`config.mk`:
```
export PLATFORM = sky130hd
export DESIGN_NAME = fdiv_top
export DESIGN_NICKNAME = d
export VERILOG_FILES = /design/src/fdiv_pkg.sv /design/src/fdiv_stage_if.sv /design/src/fdiv_unpack.sv /design/src/fdiv_norm.sv /design/src/fdiv_frac_iter.sv /design/src/fdiv_pack.sv /design/src/fdiv_top.sv
export VERILOG_INCLUDE_DIRS = /design/src
export SDC_FILE = /design/constraint.sdc
export NUM_CORES = 1
export LEC_CHECK = 0
export ABC_AREA = 1
export BUFFER_PORTS_ARGS = -buffer_cell sky130_fd_sc_hd__buf_2
export CAP_MARGIN = 20
export CORE_MARGIN = 1
export CORE_UTILIZATION = 35
export DETAILED_ROUTE_END_ITERATION = 16
export PLACE_DENSITY_LB_ADDON = 0.12
export REMOVE_ABC_BUFFERS = 1
export SETUP_SLACK_MARGIN = 0.5
export SLEW_MARGIN = 20
export SYNTH_ARGS = -nofsm -noshare
export SYNTH_HDL_FRONTEND = slang
export SYNTH_HIERARCHICAL = 1
export SYNTH_SLANG_ARGS = --single-unit
```
`constraint.sdc`:
```
create_clock -name rclk -period 28.9 [get_ports rclk]
set_input_delay 2.89 -clock rclk [delete_from_list [all_inputs] [get_ports rclk]]
set_output_delay 2.89 -clock rclk [all_outputs]
set_load 0.02 [all_outputs]
```
`src/fdiv_macros.svh`:
```
/*
 * widths, exponent bias, quotient bit count and latency
 * shared by the single precision divide pipe
 */

`ifndef FDIV_MACROS_SVH
`define FDIV_MACROS_SVH

// significand with hidden bit
`define FDIV_FRAC_W 24

`define FDIV_EXP_BIAS 127          // single precision bias

// one quotient bit per iteration cycle
`define FDIV_QBITS 26

`define FDIV_LATENCY 30            // start strobe to done strobe

`endif

```
`src/fdiv_pkg.sv`:
```
/*
 * divide pipe types
 * ieee word, significand, exponent, shift count, quotient, iteration fsm
 */

`include "fdiv_macros.svh"

package fdiv_pkg;

	// raw single precision word
	typedef logic [31:0] word_t;

	// significand with hidden bit at the top
	typedef logic [`FDIV_FRAC_W-1:0] frac_t;

	// signed so the difference can go below zero or past 254
	typedef logic signed [9:0] exp_t;

	typedef logic [4:0] shl_cnt_t;               // lead zero count of a significand

	// integer bit at the top, then fraction bits
	typedef logic [`FDIV_QBITS-1:0] quot_t;

	typedef enum logic [1:0] {
		IDLE,                                // waiting for normalized operands
		ITER,                                // one quotient bit per cycle
		DONE                                 // quotient handed to pack stage
	} iter_state_t;

endpackage

```
`src/fdiv_stage_if.sv`:
```
/*
 * one divide operation passed between two pipe stages
 */

`timescale 1ns/100ps

interface fdiv_stage_if;

	logic            valid;              // one cycle strobe
	logic            sign;               // quotient sign
	fdiv_pkg::exp_t  exp_a;              // dividend exp, later quotient exp
	fdiv_pkg::exp_t  exp_b;              // divisor exp, zero after norm
	fdiv_pkg::frac_t frac_a;             // dividend significand or quotient msbs
	fdiv_pkg::frac_t frac_b;             // divisor significand or quotient lsbs
	logic            special;            // result is a fixed word
	fdiv_pkg::word_t special_word;       // fixed result

	// upstream stage
	modport src (
		output valid, sign, exp_a, exp_b, frac_a, frac_b,
		output special, special_word
	);

	// downstream stage, payload taken with valid
	modport snk (
		input valid, sign, exp_a, exp_b, frac_a, frac_b,
		input special, special_word
	);

endinterface

```
`src/fdiv_unpack.sv`:
```
/*
 * operand capture, field split and classification
 * selects the fixed result for nan, infinity and zero operands
 */

`timescale 1ns/100ps
`include "fdiv_macros.svh"

module fdiv_unpack (
	input  logic            rclk,        // divide pipe clock
	input  logic            i_rst_n,     // sync reset, active low
	input  logic            i_start,     // operation strobe
	input  logic            i_busy,      // divider occupied
	input  fdiv_pkg::word_t i_op_a,      // dividend
	input  fdiv_pkg::word_t i_op_b,      // divisor
	fdiv_stage_if.src       o_stage      // to normalization
);

	localparam int MAN_W = `FDIV_FRAC_W - 1;              // stored fraction bits
	localparam fdiv_pkg::word_t QNAN = 32'h7fc0_0000;     // default quiet nan

	fdiv_pkg::word_t op_q [2];           // 0 dividend, 1 divisor
	logic            valid_q;
	logic            sign;
	logic            exp_zero [2];       // zero or denormal
	logic            exp_max  [2];       // inf or nan
	logic            man_zero [2];
	logic            is_zero  [2];
	logic            is_inf   [2];
	logic            is_nan   [2];

	always_ff @(posedge rclk) begin
		if (!i_rst_n) begin
			valid_q <= 1'b0;
		end else begin
			valid_q <= i_start & ~i_busy;              // strobes while busy dropped
		end
	end

	always_ff @(posedge rclk) begin
		if (i_start && !i_busy) begin
			op_q[0] <= i_op_a;
			op_q[1] <= i_op_b;
		end
	end

	always_comb begin
		for (int i = 0; i < 2; i++) begin
			exp_zero[i] = (op_q[i][30:MAN_W] == 8'h00);
			exp_max[i]  = (op_q[i][30:MAN_W] == 8'hff);
			man_zero[i] = (op_q[i][MAN_W-1:0] == '0);
			is_zero[i]  = exp_zero[i] & man_zero[i];
			is_inf[i]   = exp_max[i] & man_zero[i];
			is_nan[i]   = exp_max[i] & ~man_zero[i];
		end
	end

	assign sign = op_q[0][31] ^ op_q[1][31];

	always_comb begin
		o_stage.valid  = valid_q;
		o_stage.sign   = sign;
		// denormals run with exponent 1 and no hidden bit
		o_stage.exp_a  = exp_zero[0] ? 10'd1 : {2'b00, op_q[0][30:MAN_W]};
		o_stage.exp_b  = exp_zero[1] ? 10'd1 : {2'b00, op_q[1][30:MAN_W]};
		o_stage.frac_a = {~exp_zero[0], op_q[0][MAN_W-1:0]};
		o_stage.frac_b = {~exp_zero[1], op_q[1][MAN_W-1:0]};

		o_stage.special      = 1'b1;
		o_stage.special_word = {sign, 31'd0};
		if (is_nan[0] || is_nan[1] || (is_inf[0] && is_inf[1]) ||
				(is_zero[0] && is_zero[1])) begin
			o_stage.special_word = QNAN;                   // invalid operation
		end else if (is_inf[0] || is_zero[1]) begin
			o_stage.special_word = {sign, 8'hff, {MAN_W{1'b0}}};   // inf or x/0
		end else if (is_zero[0] || is_inf[1]) begin
			o_stage.special_word = {sign, 31'd0};          // signed zero
		end else begin
			o_stage.special = 1'b0;                        // normal or denormal pair
		end
	end

	// the divider holds a single operation, upstream must wait for busy low
	a_start_busy: assert property (@(posedge rclk) disable iff (!i_rst_n)
		i_start |-> !i_busy)
		else $warning("input rule, i_start while busy is ignored");

endmodule

```
`src/fdiv_norm.sv`:
```
/*
 * lead zero count and left shift of both significands
 * quotient exponent from the corrected operand exponents
 */

`timescale 1ns/100ps
`include "fdiv_macros.svh"

module fdiv_norm (
	input  logic      rclk,              // divide pipe clock
	input  logic      i_rst_n,           // sync reset, active low
	fdiv_stage_if.snk i_stage,           // unpacked operands
	fdiv_stage_if.src o_stage            // normalized operands
);

	localparam int FW = `FDIV_FRAC_W;

	fdiv_pkg::shl_cnt_t lz_a;            // dividend shift
	fdiv_pkg::shl_cnt_t lz_b;            // divisor shift
	fdiv_pkg::exp_t     exp_a_n;
	fdiv_pkg::exp_t     exp_b_n;
	fdiv_pkg::exp_t     exp_q;           // biased quotient exponent

	////////////////////////////////////////////////////////////////////////////
	// lead zero count
	////////////////////////////////////////////////////////////////////////////

	function automatic fdiv_pkg::shl_cnt_t lead0(input fdiv_pkg::frac_t f);
		fdiv_pkg::shl_cnt_t cnt;
		logic               found;
		cnt   = '0;
		found = 1'b0;
		for (int i = FW - 1; i >= 0; i--) begin
			if (!found && !f[i]) begin
				cnt = cnt + 1'b1;            // still in the zero run
			end else begin
				found = 1'b1;
			end
		end
		return cnt;
	endfunction

	assign lz_a = lead0(i_stage.frac_a);
	assign lz_b = lead0(i_stage.frac_b);

	////////////////////////////////////////////////////////////////////////////
	// exponent difference with shift correction
	////////////////////////////////////////////////////////////////////////////

	assign exp_a_n = i_stage.exp_a - fdiv_pkg::exp_t'(lz_a);
	assign exp_b_n = i_stage.exp_b - fdiv_pkg::exp_t'(lz_b);
	assign exp_q   = exp_a_n - exp_b_n + fdiv_pkg::exp_t'(`FDIV_EXP_BIAS);

	////////////////////////////////////////////////////////////////////////////
	// stage register
	////////////////////////////////////////////////////////////////////////////

	always_ff @(posedge rclk) begin
		if (!i_rst_n) begin
			o_stage.valid <= 1'b0;
		end else begin
			o_stage.valid <= i_stage.valid;
		end
	end

	always_ff @(posedge rclk) begin
		if (i_stage.valid) begin
			o_stage.sign         <= i_stage.sign;
			o_stage.exp_a        <= exp_q;                 // quotient exp from here on
			o_stage.exp_b        <= '0;
			o_stage.frac_a       <= i_stage.frac_a << lz_a;   // msb set
			o_stage.frac_b       <= i_stage.frac_b << lz_b;
			o_stage.special      <= i_stage.special;
			o_stage.special_word <= i_stage.special_word;
		end
	end

	// the fraction loop relies on both operands in [1,2)
	a_norm_msb: assert property (@(posedge rclk) disable iff (!i_rst_n)
		(o_stage.valid && !o_stage.special) |->
			(o_stage.frac_a[FW-1] && o_stage.frac_b[FW-1]))
		else $error("normalized significand without top bit");

endmodule

```
`src/fdiv_frac_iter.sv`:
```
/*
 * restoring fraction divider, one quotient bit per cycle
 * iteration fsm, quotient shift register, busy flag
 */

`timescale 1ns/100ps
`include "fdiv_macros.svh"

module fdiv_frac_iter (
	input  logic      rclk,              // divide pipe clock
	input  logic      i_rst_n,           // sync reset, active low
	fdiv_stage_if.snk i_stage,           // normalized operands
	fdiv_stage_if.src o_stage,           // raw quotient
	output logic      o_busy             // divider occupied
);

	localparam int QBITS = `FDIV_QBITS;
	localparam int FW    = `FDIV_FRAC_W;

	fdiv_pkg::iter_state_t    state;
	logic [$clog2(QBITS)-1:0] iter_cnt;        // bits done, also done hold
	logic [FW:0]              rem;             // partial remainder, below 2x divisor
	fdiv_pkg::frac_t          divisor;
	fdiv_pkg::quot_t          quot;            // quotient shift register
	logic [FW+1:0]            trial;           // remainder minus divisor
	logic                     q_bit;
	logic                     load;
	logic                     valid_q;
	logic                     sign_q;
	fdiv_pkg::exp_t           exp_q;
	logic                     special_q;
	fdiv_pkg::word_t          special_word_q;

	assign load  = (state == fdiv_pkg::IDLE) && i_stage.valid;
	assign trial = {1'b0, rem} - {2'b00, divisor};
	assign q_bit = ~trial[FW+1];                       // no borrow

	////////////////////////////////////////////////////////////////////////////
	// iteration fsm
	////////////////////////////////////////////////////////////////////////////

	always_ff @(posedge rclk) begin
		if (!i_rst_n) begin
			state    <= fdiv_pkg::IDLE;
			iter_cnt <= '0;
			valid_q  <= 1'b0;
		end else begin
			valid_q <= 1'b0;
			case (state)
				fdiv_pkg::IDLE: begin
					iter_cnt <= '0;
					if (i_stage.valid) begin
						state <= fdiv_pkg::ITER;
					end
				end
				fdiv_pkg::ITER: begin
					if (iter_cnt == QBITS - 1) begin
						state    <= fdiv_pkg::DONE;
						iter_cnt <= '0;
						valid_q  <= 1'b1;        // last bit lands with this edge
					end else begin
						iter_cnt <= iter_cnt + 1'b1;
					end
				end
				fdiv_pkg::DONE: begin
					// second cycle covers the pack result register
					if (iter_cnt == 1'b1) begin
						state <= fdiv_pkg::IDLE;
					end
					iter_cnt <= iter_cnt + 1'b1;
				end
				default: begin
					state <= fdiv_pkg::IDLE;
				end
			endcase
		end
	end

	////////////////////////////////////////////////////////////////////////////
	// remainder and quotient
	////////////////////////////////////////////////////////////////////////////

	always_ff @(posedge rclk) begin
		if (load) begin
			rem            <= {1'b0, i_stage.frac_a};   // dividend
			divisor        <= i_stage.frac_b;
			quot           <= '0;
			sign_q         <= i_stage.sign;
			exp_q          <= i_stage.exp_a;
			special_q      <= i_stage.special;
			special_word_q <= i_stage.special_word;
		end else if (state == fdiv_pkg::ITER) begin
			quot <= {quot[QBITS-2:0], q_bit};
			if (q_bit) begin
				rem <= {trial[FW-1:0], 1'b0};     // keep difference, double
			end else begin
				rem <= {rem[FW-1:0], 1'b0};       // restore, double
			end
		end
	end

	assign o_stage.valid        = valid_q;
	assign o_stage.sign         = sign_q;
	assign o_stage.exp_a        = exp_q;
	assign o_stage.exp_b        = '0;
	// 26 bit quotient split over both fraction fields, lsbs top aligned
	assign o_stage.frac_a       = quot[QBITS-1 -: FW];
	assign o_stage.frac_b       = {quot[QBITS-FW-1:0], {(2*FW-QBITS){1'b0}}};
	assign o_stage.special      = special_q;
	assign o_stage.special_word = special_word_q;

	assign o_busy = (state != fdiv_pkg::IDLE) || i_stage.valid;

	// exactly QBITS iteration cycles per accepted operation
	a_iter_len: assert property (@(posedge rclk) disable iff (!i_rst_n)
		load |=> (state == fdiv_pkg::ITER)[*QBITS] ##1 (state == fdiv_pkg::DONE))
		else $error("iteration count exceeds %0d", QBITS);

endmodule

```
`src/fdiv_pack.sv`:
```
/*
 * quotient normalization, exponent range check
 * special override and result register
 */

`timescale 1ns/100ps
`include "fdiv_macros.svh"

module fdiv_pack (
	input  logic            rclk,        // divide pipe clock
	input  logic            i_rst_n,     // sync reset, active low
	fdiv_stage_if.snk       i_stage,     // raw quotient
	output logic            o_done,      // one cycle result strobe
	output fdiv_pkg::word_t o_result     // held until next done
);

	localparam int QBITS = `FDIV_QBITS;
	localparam int FW    = `FDIV_FRAC_W;

	fdiv_pkg::quot_t quot;               // rebuilt from both fraction fields
	fdiv_pkg::quot_t quot_n;             // integer bit set
	fdiv_pkg::exp_t  exp_n;
	fdiv_pkg::word_t result;

	assign quot = {i_stage.frac_a, i_stage.frac_b[FW-1 -: QBITS-FW]};

	// quotient of two [1,2) values is above 1/2, one shift at most
	assign quot_n = quot[QBITS-1] ? quot : {quot[QBITS-2:0], 1'b0};
	assign exp_n  = quot[QBITS-1] ? i_stage.exp_a : i_stage.exp_a - 10'sd1;

	always_comb begin
		if (i_stage.special) begin
			result = i_stage.special_word;
		end else if (exp_n >= 255) begin
			result = {i_stage.sign, 8'hff, {(FW-1){1'b0}}};     // overflow to inf
		end else if (exp_n <= 0) begin
			result = {i_stage.sign, 31'd0};                    // flush to zero
		end else begin
			// bits below the hidden bit, rest truncated
			result = {i_stage.sign, exp_n[7:0], quot_n[QBITS-2 -: FW-1]};
		end
	end

	always_ff @(posedge rclk) begin
		if (!i_rst_n) begin
			o_done   <= 1'b0;
			o_result <= '0;
		end else begin
			o_done <= i_stage.valid;
			if (i_stage.valid) begin
				o_result <= result;
			end
		end
	end

endmodule

```
`src/fdiv_top.sv`:
```
/*
 * single precision divide pipe top level
 */

`timescale 1ns/100ps

module fdiv_top (
	input  logic            rclk,        // divide pipe clock
	input  logic            i_rst_n,     // sync reset, active low
	input  logic            i_start,     // operation strobe
	input  fdiv_pkg::word_t i_op_a,      // dividend
	input  fdiv_pkg::word_t i_op_b,      // divisor
	output logic            o_done,      // result strobe
	output logic            o_busy,      // strobe ignored while high
	output fdiv_pkg::word_t o_result     // truncated quotient
);

	fdiv_stage_if u2n ();                // unpack to norm
	fdiv_stage_if n2d ();                // norm to fraction loop
	fdiv_stage_if d2p ();                // fraction loop to pack

	logic iter_busy;

	// first cycle is still in the unpack register
	assign o_busy = iter_busy | u2n.valid;

	fdiv_unpack fdiv_unpack_i (
		.rclk    (rclk),
		.i_rst_n (i_rst_n),
		.i_start (i_start),
		.i_busy  (o_busy),
		.i_op_a  (i_op_a),
		.i_op_b  (i_op_b),
		.o_stage (u2n.src)
	);

	fdiv_norm fdiv_norm_i (
		.rclk    (rclk),
		.i_rst_n (i_rst_n),
		.i_stage (u2n.snk),
		.o_stage (n2d.src)
	);

	fdiv_frac_iter fdiv_frac_iter_i (
		.rclk    (rclk),
		.i_rst_n (i_rst_n),
		.i_stage (n2d.snk),
		.o_stage (d2p.src),
		.o_busy  (iter_busy)
	);

	fdiv_pack fdiv_pack_i (
		.rclk     (rclk),
		.i_rst_n  (i_rst_n),
		.i_stage  (d2p.snk),
		.o_done   (o_done),
		.o_result (o_result)
	);

endmodule

```
==> reports/qor.txt, run 1 <==
Sink Count = 318
Final Util = 38.5%
Core ar. = 63,200 µm²
number of H-tree levels = 2
layout cells sized above 1 = 14.0%
Initial Utilization = 35.5%
die width = 255 µm
DR vias = 17.6k
Total Power = 1.81 mW
routed vias/inst = 4.63
TritonCTS buffer count = 38
Die Ht = 255 µm
Iteration-0 DRC Markers = 878
synthesized cell area = 22,400 µm²
net switching power = 0.689 mW
Final Cycle Share = 55.5%
crit path capture type = flop
slowest stage delay, CP = 0.57 ns
drt drc = 0
synthesis-to-layout area growth = 8.52%
DP Wirelength = 41.6 mm
outcome = finished clean
Fin. Hold Viols = 0
Worst Setup Start Kind = flop
die area = 65,100 µm²
gpl congestion = 0.860
Pint = 1.13 mW
vias in the first global route = 16.8k
filler cell count in the final layout = 6,580
Ant. Diodes = 0
clk_skew = 0.0226 ns
Logic pwr share = 34.2%
Setup Viol. Count Final = 0
Synth Instances = 2,919
Max rail drop VDD = 45.4 µV
CTS clk-pin slew, worst paths = 0.06 ns
clock tree root buffer cell = clkbuf_16
# nets final = 3,099
first-pass GRT wire length = 87.8 mm
pin count of the biggest net entering global routing = 79
met1 WL = 26.5 mm
Net Sw Frac = 38.0%
max-slew headroom at the worst pin = 31.4%
FF-to-FF setup slack = 12.85 ns
Post-CTS Setup Repair Bufs = 0
All-Layer GR Usage = 16.9%
top sig layer = met4
clock buffer depth = 3
WL/cell = 14.3 µm
synth warn = 6
port bufs = 100
post_cts resized = 0
drt first pass iters = 5
Ports = 101
crit path max fanout = 17
crit path kind = flop to flop
worst skew pair latency = 0.57 ns
Data arrival, critical path = 16.37 ns
antenna violations before repair = 1
routed wire length on met3 = 1.62 mm
Tightest Pin Transition = 1.03 ns
Hold Buf Count CTS = 0
most used cell, CP = nand2_1
Final Max Slew Viols = 0
WP data required = 29.22 ns
Reg power frac = 38.6%
grt ovf = 0
met2 wire length = 25.3 mm
FP Rows = 92
Max Cap Violations = 0
Slowest-stage cell, CP = fa_1
RSZ-0062 raised after global routing = false
Setup TNS Final = 0 ns
CTS tree = built
Final min period = 16.05 ns
Routed Antenna Nets = 0
fmax = 62.3 MHz
Power Density = 74.6 nW/µm²
Clock Power Share = 27.1%
Avg Cell Area, Syn = 7.68 µm²
WL final = 54.5 mm
hold crit path type = flop to flop
P_leak = 11.6 nW
[metrics by stage]
stage | setup slack (ns) | std cells | area [µm²] | hold slack [ns]
floorplan | 14.09 | 2783 | 21400 | 0.400
global placement | 13.29 | 3738 | 23000 | 0.401
detailed placement | 12.86 | 3738 | 23000 | 0.405
CTS | 12.81 | 3806 | 24300 | 0.417
global route | 11.65 | 3806 | 24300 | 0.423
finish | 12.85 | 3806 | 24300 | 0.414
[critical path, delay by kind of cell, from the launching register on]
kind	cells	cell delay, ns
AOI/OAI and AO/OA	7	1.37
xor gates and xnor gates	1	0.13
and+or+nand+nor	47	6.14
buffers and inverters	14	0.90
adders and majority gates	23	6.85
DFF	1	0.41
[sequential cells by signal, summed over array words and instances, names as in the netlist, 2 cells and up]
name / flops
fdiv_unpack_i/op_q: 64
fdiv_frac_iter_i/o_stage.special_word: 32
fdiv_norm_i/o_stage.special_word: 32
fdiv_pack_i/o_result: 32
fdiv_frac_iter_i/quot: 26
fdiv_frac_iter_i/rem: 25
fdiv_frac_iter_i/divisor: 24
fdiv_norm_i/o_stage.frac_a: 24
fdiv_norm_i/o_stage.frac_b: 24
fdiv_frac_iter_i/o_stage.exp_a: 10
fdiv_norm_i/o_stage.exp_a: 10
fdiv_frac_iter_i/iter_cnt: 5
fdiv_frac_iter_i/state: 2
[cells in the final DEF (no fill, tap or decap), types with 69 or more instances in the layout]
cell type  count
a21oi_1      100
buf_2        100
dfxtp_1       69
nor2_1       212
nand2_1      840
edfxtp_1     248
nand3_1      237
inv_1        406
ha_1          88
o21ai_0       83
[metal layers]
metal | GRT usage [%] | vias to the layer above
met5 | 0 | -
met4 | 4.38 | 0
met3 | 2.27 | 62
met2 | 28.2 | 218
met1 | 22.9 | 8028
li1 | - | 9314
[worst paths after layout]
path,cells after the start,endpoint,start
max,92,fdiv_norm_i/o_stage.exp_a[9]$_DFFE_PP_,fdiv_unpack_i/op_q[0][59]$_DFFE_PP_
min,0,fdiv_frac_iter_i/divisor[1]$_DFFE_PP_,fdiv_norm_i/o_stage.frac_b[1]$_SDFFCE_PP0P_
max reg2reg,92,fdiv_norm_i/o_stage.exp_a[9]$_DFFE_PP_,fdiv_unpack_i/op_q[0][59]$_DFFE_PP_
min reg2reg,0,fdiv_frac_iter_i/divisor[1]$_DFFE_PP_,fdiv_norm_i/o_stage.frac_b[1]$_SDFFCE_PP0P_
[power groups by stage]
stage	Sequential, mW	Combinational, mW	Clock, mW
after floorplan	0.697	0.450	0
after global routing	0.713	0.716	0.526
after global placement	0.710	0.617	0
after detailed placement	0.712	0.624	0
final	0.701	0.621	0.493
after CTS	0.703	0.628	0.512
[final cells by class]
cell class	instances	area (µm²)	share of cell area, %
Clock buffer	43	990	4.07
Clock inverter	25	294	1.21
Inverter	455	1720	7.08
Multi-Input combinational cell	2010	10800	44.6
Sequential cell	318	8850	36.4
Tap cell	846	1060	4.35
Timing Repair Buffer	109	568	2.34
No activity file was read; power rests on OpenSTA's default activity.
==> inputs of run 2 (changes only) <==
--- a/config.mk
+++ b/config.mk
@@ -6,7 +6,7 @@
 export SDC_FILE = /design/constraint.sdc
 export NUM_CORES = 1
 export LEC_CHECK = 0
-export ABC_AREA = 1
+export ABC_AREA = 0
 export BUFFER_PORTS_ARGS = -buffer_cell sky130_fd_sc_hd__buf_2
 export CAP_MARGIN = 20
 export CORE_MARGIN = 1
==> constraint.sdc (replaced) <==
create_clock -name rclk -period 13.7 [get_ports rclk]
set_input_delay 1.37 -clock rclk [delete_from_list [all_inputs] [get_ports rclk]]
set_output_delay 1.37 -clock rclk [all_outputs]
set_load 0.02 [all_outputs]
==> run 2 against run 1 <==
  * The run now ends with negative setup slack left
  * Sequential cell count unchanged
  * Area after synthesis shrank 2.4%
  * Sequential share of layout area down 2.4 points
  * Via count decreased by 3.1%
  * Final cell count is 12% lower
  * Critical endpoint unchanged
  * Clock power increased by 120%
  * Utilization is 3.7 points higher
  * First-iteration DRC count increased by 14%
  * Sequential power rose by 85%
  * Synthesized cell count decreased by 21%
  * Final area increased by 7.0%
==> reports/qor.txt, run 2 <==
WL/cell = 17.0 µm (+19%)
Slowest-stage cell, CP = edfxtp_1
crit path capture type = flop
slowest stage delay, CP = 0.43 ns (-0.14 ns)
crit path max fanout = 5 (-12)
synthesized cell area = 21,900 µm² (-2.4%)
DP Wirelength = 40.6 mm (-2.2%)
Iteration-0 DRC Markers = 1,003 (+14%)
CP delay by family, top = adder cells
Worst Setup Start Kind = flop
Setup Viol. Count Final = 33 (+33)
clock buffer depth = 3 (unchanged)
hold crit path type = flop to flop
CTS clk-pin slew, worst paths = 0.06 ns (about the same)
Ports = 101 (unchanged)
worst skew pair latency = 0.57 ns (about the same)
Avg Cell Area, Syn = 9.47 µm² (+23%)
Hold Path Depth = 0 (unchanged)
Max Cap Violations = 0 (unchanged)
synthesis-to-layout area growth = 19.0%
Final Cycle Share = 120% (+64 points)
All-Layer GR Usage = 17.7% (+0.78 points)
Tightest Pin Transition = 0.999 ns (-0.0282 ns)
pin count of the biggest net entering global routing = 82 (+3.8%)
Layout Cell Area excl Fill = 26,000 µm² (+7.0%)
Initial Utilization = 35.5% (about the same)
WL final = 56.7 mm (+4.0%)
first-pass GRT wire length = 91.1 mm (+3.8%)
number of H-tree levels = 2 (unchanged)
Power Density = 119 nW/µm² (+59%)
worst-case reg-to-reg path depth = 97 (+5.4%)
Routed Antenna Nets = 0 (unchanged)
WP data required = 14.02 ns (-15.20 ns)
Final Max Slew Viols = 0 (unchanged)
antenna violations before repair = 0 (-1)
die width = 252 µm (-1.2%)
DR vias = 17.1k (-3.1%)
most common cell after layout, fill and taps aside = edfxtp_1
Stages on worst setup path = 97 (+5.4%)
most used cell, CP = buf_4
layout cells sized above 1 = 23.3% (+9.3 points)
max reg flops = 64 (unchanged)
port bufs = 100 (unchanged)
grt ovf = 0 (unchanged)
Hold WS = 0.414 ns (-0.000205 ns)
Core ar. = 61,700 µm² (-2.3%)
Top reg by flops = fdiv_unpack_i/op_q
post-route worst setup slack = -2.70 ns (-15.55 ns)
filler cell count in the final layout = 6,013 (-8.6%)
Final min period = 16.40 ns (+0.347 ns)
Ant. Diodes = 0 (unchanged)
clock tree root buffer cell = clkbuf_16
drt drc = 0 (unchanged)
Max rail drop VDD = 89.0 µV (+96%)
# nets final = 2,631 (-15%)
max-slew headroom at the worst pin = 33.4% (+2.0 points)
area post-placement = 23,400 µm² (+1.7%)
gpl congestion = 0.895 (+4.1%)
Worst Path Buf+Inv = 23 (+9)
Final Util = 42.2% (+3.7 points)
violated checks = negative setup slack
CTS tree = built
Fin. Hold Viols = 0 (unchanged)
Die Ht = 252 µm (-1.2%)
die area = 63,500 µm² (-2.4%)
drt first pass iters = 5 (unchanged)
routed vias/inst = 5.12 (+11%)
clk_skew = 0.0144 ns (-0.00815 ns)
fmax = 61.0 MHz (-2.1%)
worst slack, placed = -4.09 ns (-16.94 ns)
vias in the first global route = 16.8k (-0.060%)
Synth Instances = 2,310 (-21%)
crit path kind = flop to flop
RSZ-0062 raised after global routing = true
FP Rows = 91 (-1.1%)
synth warn = 6 (unchanged)
P_leak = 10.3 nW (-12%)
commonest cells after routing, fill and taps aside = 248 x edfxtp_1, 213 x nand2_1, 194 x nor2_1
Sink Count = 318 (unchanged)
TritonCTS buffer count = 40 (+5.3%)
Data arrival, critical path = 16.71 ns (+0.34 ns)
outcome = finished, violations left
## run 2: metrics by stage
step | setup TNS (ns) | std cells | power [mW]
after floorplan | -107.43 | 2128 | 1.75
after global placement | -101.76 | 3202 | 1.98
after detailed placement | -113.91 | 3202 | 1.98
after CTS | -64.03 | 3319 | 3.12
after global routing | -97.35 | 3333 | 3.27
final | -71.76 | 3333 | 3.09
## run 2: final cells by class
type	instances	area (µm²)	area share, %
sequential	318	8850	34.0
clock inverter	23	259	0.995
inverter	152	588	2.26
multi-input combinational	1658	12100	46.6
clock buffer	51	1080	4.16
timing repair buffer	294	2080	7.99
tap	837	1050	4.02
## run 2: path summary, 6_finish.rpt
| path | from | to | slack (ns) |
|---|---|---|---|
| setup / recovery | fdiv_unpack_i/op_q[0][59]$_DFFE_PP_ | fdiv_norm_i/o_stage.exp_a[9]$_DFFE_PP_ | -2.70 |
| hold / removal | fdiv_norm_i/o_stage.special_word[5]$_DFFE_PP_ | fdiv_frac_iter_i/o_stage.special_word[5]$_DFFE_PP_ | 0.41 |
| setup reg to reg | fdiv_unpack_i/op_q[0][59]$_DFFE_PP_ | fdiv_norm_i/o_stage.exp_a[9]$_DFFE_PP_ | -2.70 |
| hold reg to reg | fdiv_norm_i/o_stage.special_word[5]$_DFFE_PP_ | fdiv_frac_iter_i/o_stage.special_word[5]$_DFFE_PP_ | 0.41 |
## run 2: layer usage
layer  track usage, %  up-vias  routed length (µm)
met5                0        -                   0
met4             5.84        0                1480
met3             2.59      100                1830
met2             29.1      280               26300
met1             23.7     8191               27100
li1                 -     8510                   -
## run 2: power breakdown
part	leakage, nW	total (mW)	internal (mW)	switching [mW]
combinational	6.75	0.722	0.309	0.413
sequential	2.87	1.30	1.19	0.105
clock	0.644	1.07	0.643	0.430
## run 2: repair_timing
item / 4_1_cts / 5_1_grt
gates cloned: 1 / 0
setup buffers: 42 / 14
pin swaps: 75 / 65
resized for setup: 116 / 67
hold buffers: 0 / 0
endpoints found under the setup margin: 33 / 33
endpoints found under the hold margin: 0 / 0
==> inputs of run 3 (changes only) <==
--- a/config.mk
+++ b/config.mk
@@ -6,9 +6,9 @@
 export SDC_FILE = /design/constraint.sdc
 export NUM_CORES = 1
 export LEC_CHECK = 0
-export ABC_AREA = 0
 export BUFFER_PORTS_ARGS = -buffer_cell sky130_fd_sc_hd__buf_2
 export CAP_MARGIN = 20
+export CORE_ASPECT_RATIO = 0.9
 export CORE_MARGIN = 1
 export CORE_UTILIZATION = 35
 export DETAILED_ROUTE_END_ITERATION = 16
==> run 3 against run 2 <==
  * Non-clock buffer count shrank 28
  * Sequential share of layout area rose by 0.46 points
  * Die area about the same
  * Combinational power about the same
  * Total power up 1.1%
  * Register-to-register slack better by 0.07 ns
  * Sequential cell count unchanged
  * First-iteration DRC count grew 0.30%
  * Highest routed layer unchanged
  * The run still ends with negative setup slack left
  * Via count shrank 0.73%
  * Maximum frequency up 0.45%
  * Critical path depth shrank 7
  * Sequential power about the same
==> reports/qor.txt, run 3 (synthesized netlist as in run 2, its figures left out) <==
outcome = finished, violations left
Max Cap Violations = 0 (unchanged)
worst slack, placed = -3.96 ns (+0.130 ns)
CTS tree = built
antenna violations before repair = 1 (+1)
area post-placement = 23,400 µm² (-0.10%)
# nets final = 2,603 (-1.1%)
post-route worst setup slack = -2.62 ns (+0.0727 ns)
CTS clk-pin slew, worst paths = 0.06 ns (about the same)
Worst Setup Start Kind = flop
die width = 266 µm (+5.4%)
Multi-input gate area = 12,000 µm² (-0.99%)
Routed Antenna Nets = 0 (unchanged)
clk_skew = 0.0154 ns (+0.000957 ns)
port bufs = 100 (unchanged)
RSZ-0062 raised after global routing = true
Power Density = 122 nW/µm² (+2.5%)
slowest stage delay, CP = 0.43 ns (about the same)
layout cells sized above 1 = 22.2% (-1.1 points)
drt drc = 0 (unchanged)
crit path kind = flop to flop
fmax = 61.3 MHz (+0.45%)
Layout Cell Area excl Fill = 25,700 µm² (-1.3%)
Data arrival, critical path = 16.64 ns (-0.07 ns)
Final min period = 16.32 ns (-0.0727 ns)
Fin. Hold Viols = 0 (unchanged)
Top reg by flops = fdiv_unpack_i/op_q
Max rail drop VDD = 79.3 µV (-11%)
Sink Count = 318 (unchanged)
worst skew pair latency = 0.57 ns (about the same)
synthesis-to-layout area growth = 17.4%
most common cell after layout, fill and taps aside = edfxtp_1
clock tree root buffer cell = clkbuf_16
Final Cycle Share = 119% (-0.53 points)
drt first pass iters = 5 (unchanged)
Slowest-stage cell, CP = fa_1
Die Ht = 239 µm (-5.1%)
worst-case reg-to-reg path depth = 90 (-7.2%)
DP Wirelength = 40.4 mm (-0.54%)
Core ar. = 61,500 µm² (-0.26%)
TritonCTS buffer count = 40 (unchanged)
commonest cells after routing, fill and taps aside = 248 x edfxtp_1, 215 x nand2_1, 197 x nor2_1
WL final = 55.0 mm (-2.9%)
Reg area = 8850 µm² (unchanged)
most used cell, CP = ha_4
Total Power = 3.13 mW (+1.1%)
clock buffer depth = 3 (unchanged)
Initial Utilization = 35.5% (+0.094 points)
Iteration-0 DRC Markers = 1,006 (+0.30%)
max reg flops = 64 (unchanged)
DR vias = 17.0k (-0.73%)
crit path max fanout = 5 (unchanged)
gpl congestion = 0.859 (-4.1%)
filler cell count in the final layout = 6,050 (+0.62%)
violated checks = negative setup slack
All-Layer GR Usage = 17.1% (-0.57 points)
pin count of the biggest net entering global routing = 73 (-11%)
max-slew headroom at the worst pin = 28.0% (-5.5 points)
Hold Path Depth = 0 (unchanged)
number of H-tree levels = 2 (unchanged)
first-pass GRT wire length = 87.8 mm (-3.6%)
FF-to-FF setup slack = -2.62 ns (+0.07 ns)
WL/cell = 16.7 µm (-2.0%)
Setup Viol. Count Final = 33 (unchanged)
Tightest Pin Transition = 1.08 ns (+0.0820 ns)
WP data required = 14.02 ns (about the same)
FP Rows = 86 (-5.5%)
P_leak = 10.1 nW (-1.5%)
vias in the first global route = 16.3k (-2.6%)
die area = 63,500 µm² (about the same)
Hold WS = 0.408 ns (-0.00584 ns)
hold crit path type = flop to flop
routed vias/inst = 5.13 (+0.14%)
Final Max Slew Viols = 0 (unchanged)
crit path capture type = flop
grt ovf = 0 (unchanged)
Ports = 101 (unchanged)
==> run 3: cell types whose count changed in the layout (fill, tap and decap cells not counted), sizes merged <==
cell | before | now
buf | 293 | 266
diode | 0 | 1
bufinv | 4 | 6
clkinv | 12 | 16
inv | 155 | 154
bufbuf | 1 | 0
clkbuf | 51 | 45
==> run 3: path summary, 6_finish.rpt <==
kind	start	endpoint
setup / recovery	fdiv_unpack_i/op_q[0][56]$_DFFE_PP_	fdiv_norm_i/o_stage.exp_a[9]$_DFFE_PP_
hold / removal	fdiv_norm_i/o_stage.special_word[24]$_DFFE_PP_	fdiv_frac_iter_i/o_stage.special_word[24]$_DFFE_PP_
setup reg to reg	fdiv_unpack_i/op_q[0][56]$_DFFE_PP_	fdiv_norm_i/o_stage.exp_a[9]$_DFFE_PP_
hold reg to reg	fdiv_norm_i/o_stage.special_word[24]$_DFFE_PP_	fdiv_frac_iter_i/o_stage.special_word[24]$_DFFE_PP_
==> run 3: cell type report <==
cell class	instances	area share [%]
multi-input combinational	1658	46.7
sequential	318	34.5
timing repair buffer	266	6.99
tap	836	4.07
clock buffer	45	4.05
inverter	152	2.28
clock inverter	28	1.39
antenna	1	0.00974
==> run 3: stage by stage <==
| stage | util, % | setup TNS (ns) | std cells |
|---|---|---|---|
| floorplan | - | -107.43 | 2128 |
| global placement | 38.0 | -95.39 | 3196 |
| detailed placement | 38.0 | -109.28 | 3197 |
| CTS | 41.3 | -64.20 | 3294 |
| global route | 41.7 | -89.80 | 3303 |
| finish | 41.7 | -64.31 | 3304 |
==> run 3: where the power goes <==
part,switching [mW],internal (mW)
Clock,0.437,0.669
Combinational,0.410,0.314
Sequential,0.104,1.19
Total,0.951,2.18
==> run 3: critical path, delay by kind of cell, from the launching register on <==
| kind | cells | cell delay, ns |
|---|---|---|
| and+or+nand+nor | 20 | 2.16 |
| xor gates and xnor gates | 1 | 0.12 |
| muxes | 11 | 1.89 |
| DFF | 1 | 0.41 |
| AOI/OAI and AO/OA | 27 | 4.26 |
| adders and majority gates | 24 | 6.51 |
| buffers and inverters | 7 | 0.70 |
==> run 3: per-layer routing <==
metal / routed length, µm / GRT usage (%)
met5: 0 / 0
met2: 24300 / 27.1
met4: 1230 / 5.01
met1: 27200 / 24.1
met3: 2310 / 2.69
==> run 3: repair_timing <==
item,in CTS,in global routing
buffers inserted,24,9
cloned,0,0
pin swaps,81,58
setup endpoints to repair,33,33
hold buffers,0,0
resized for setup,106,43
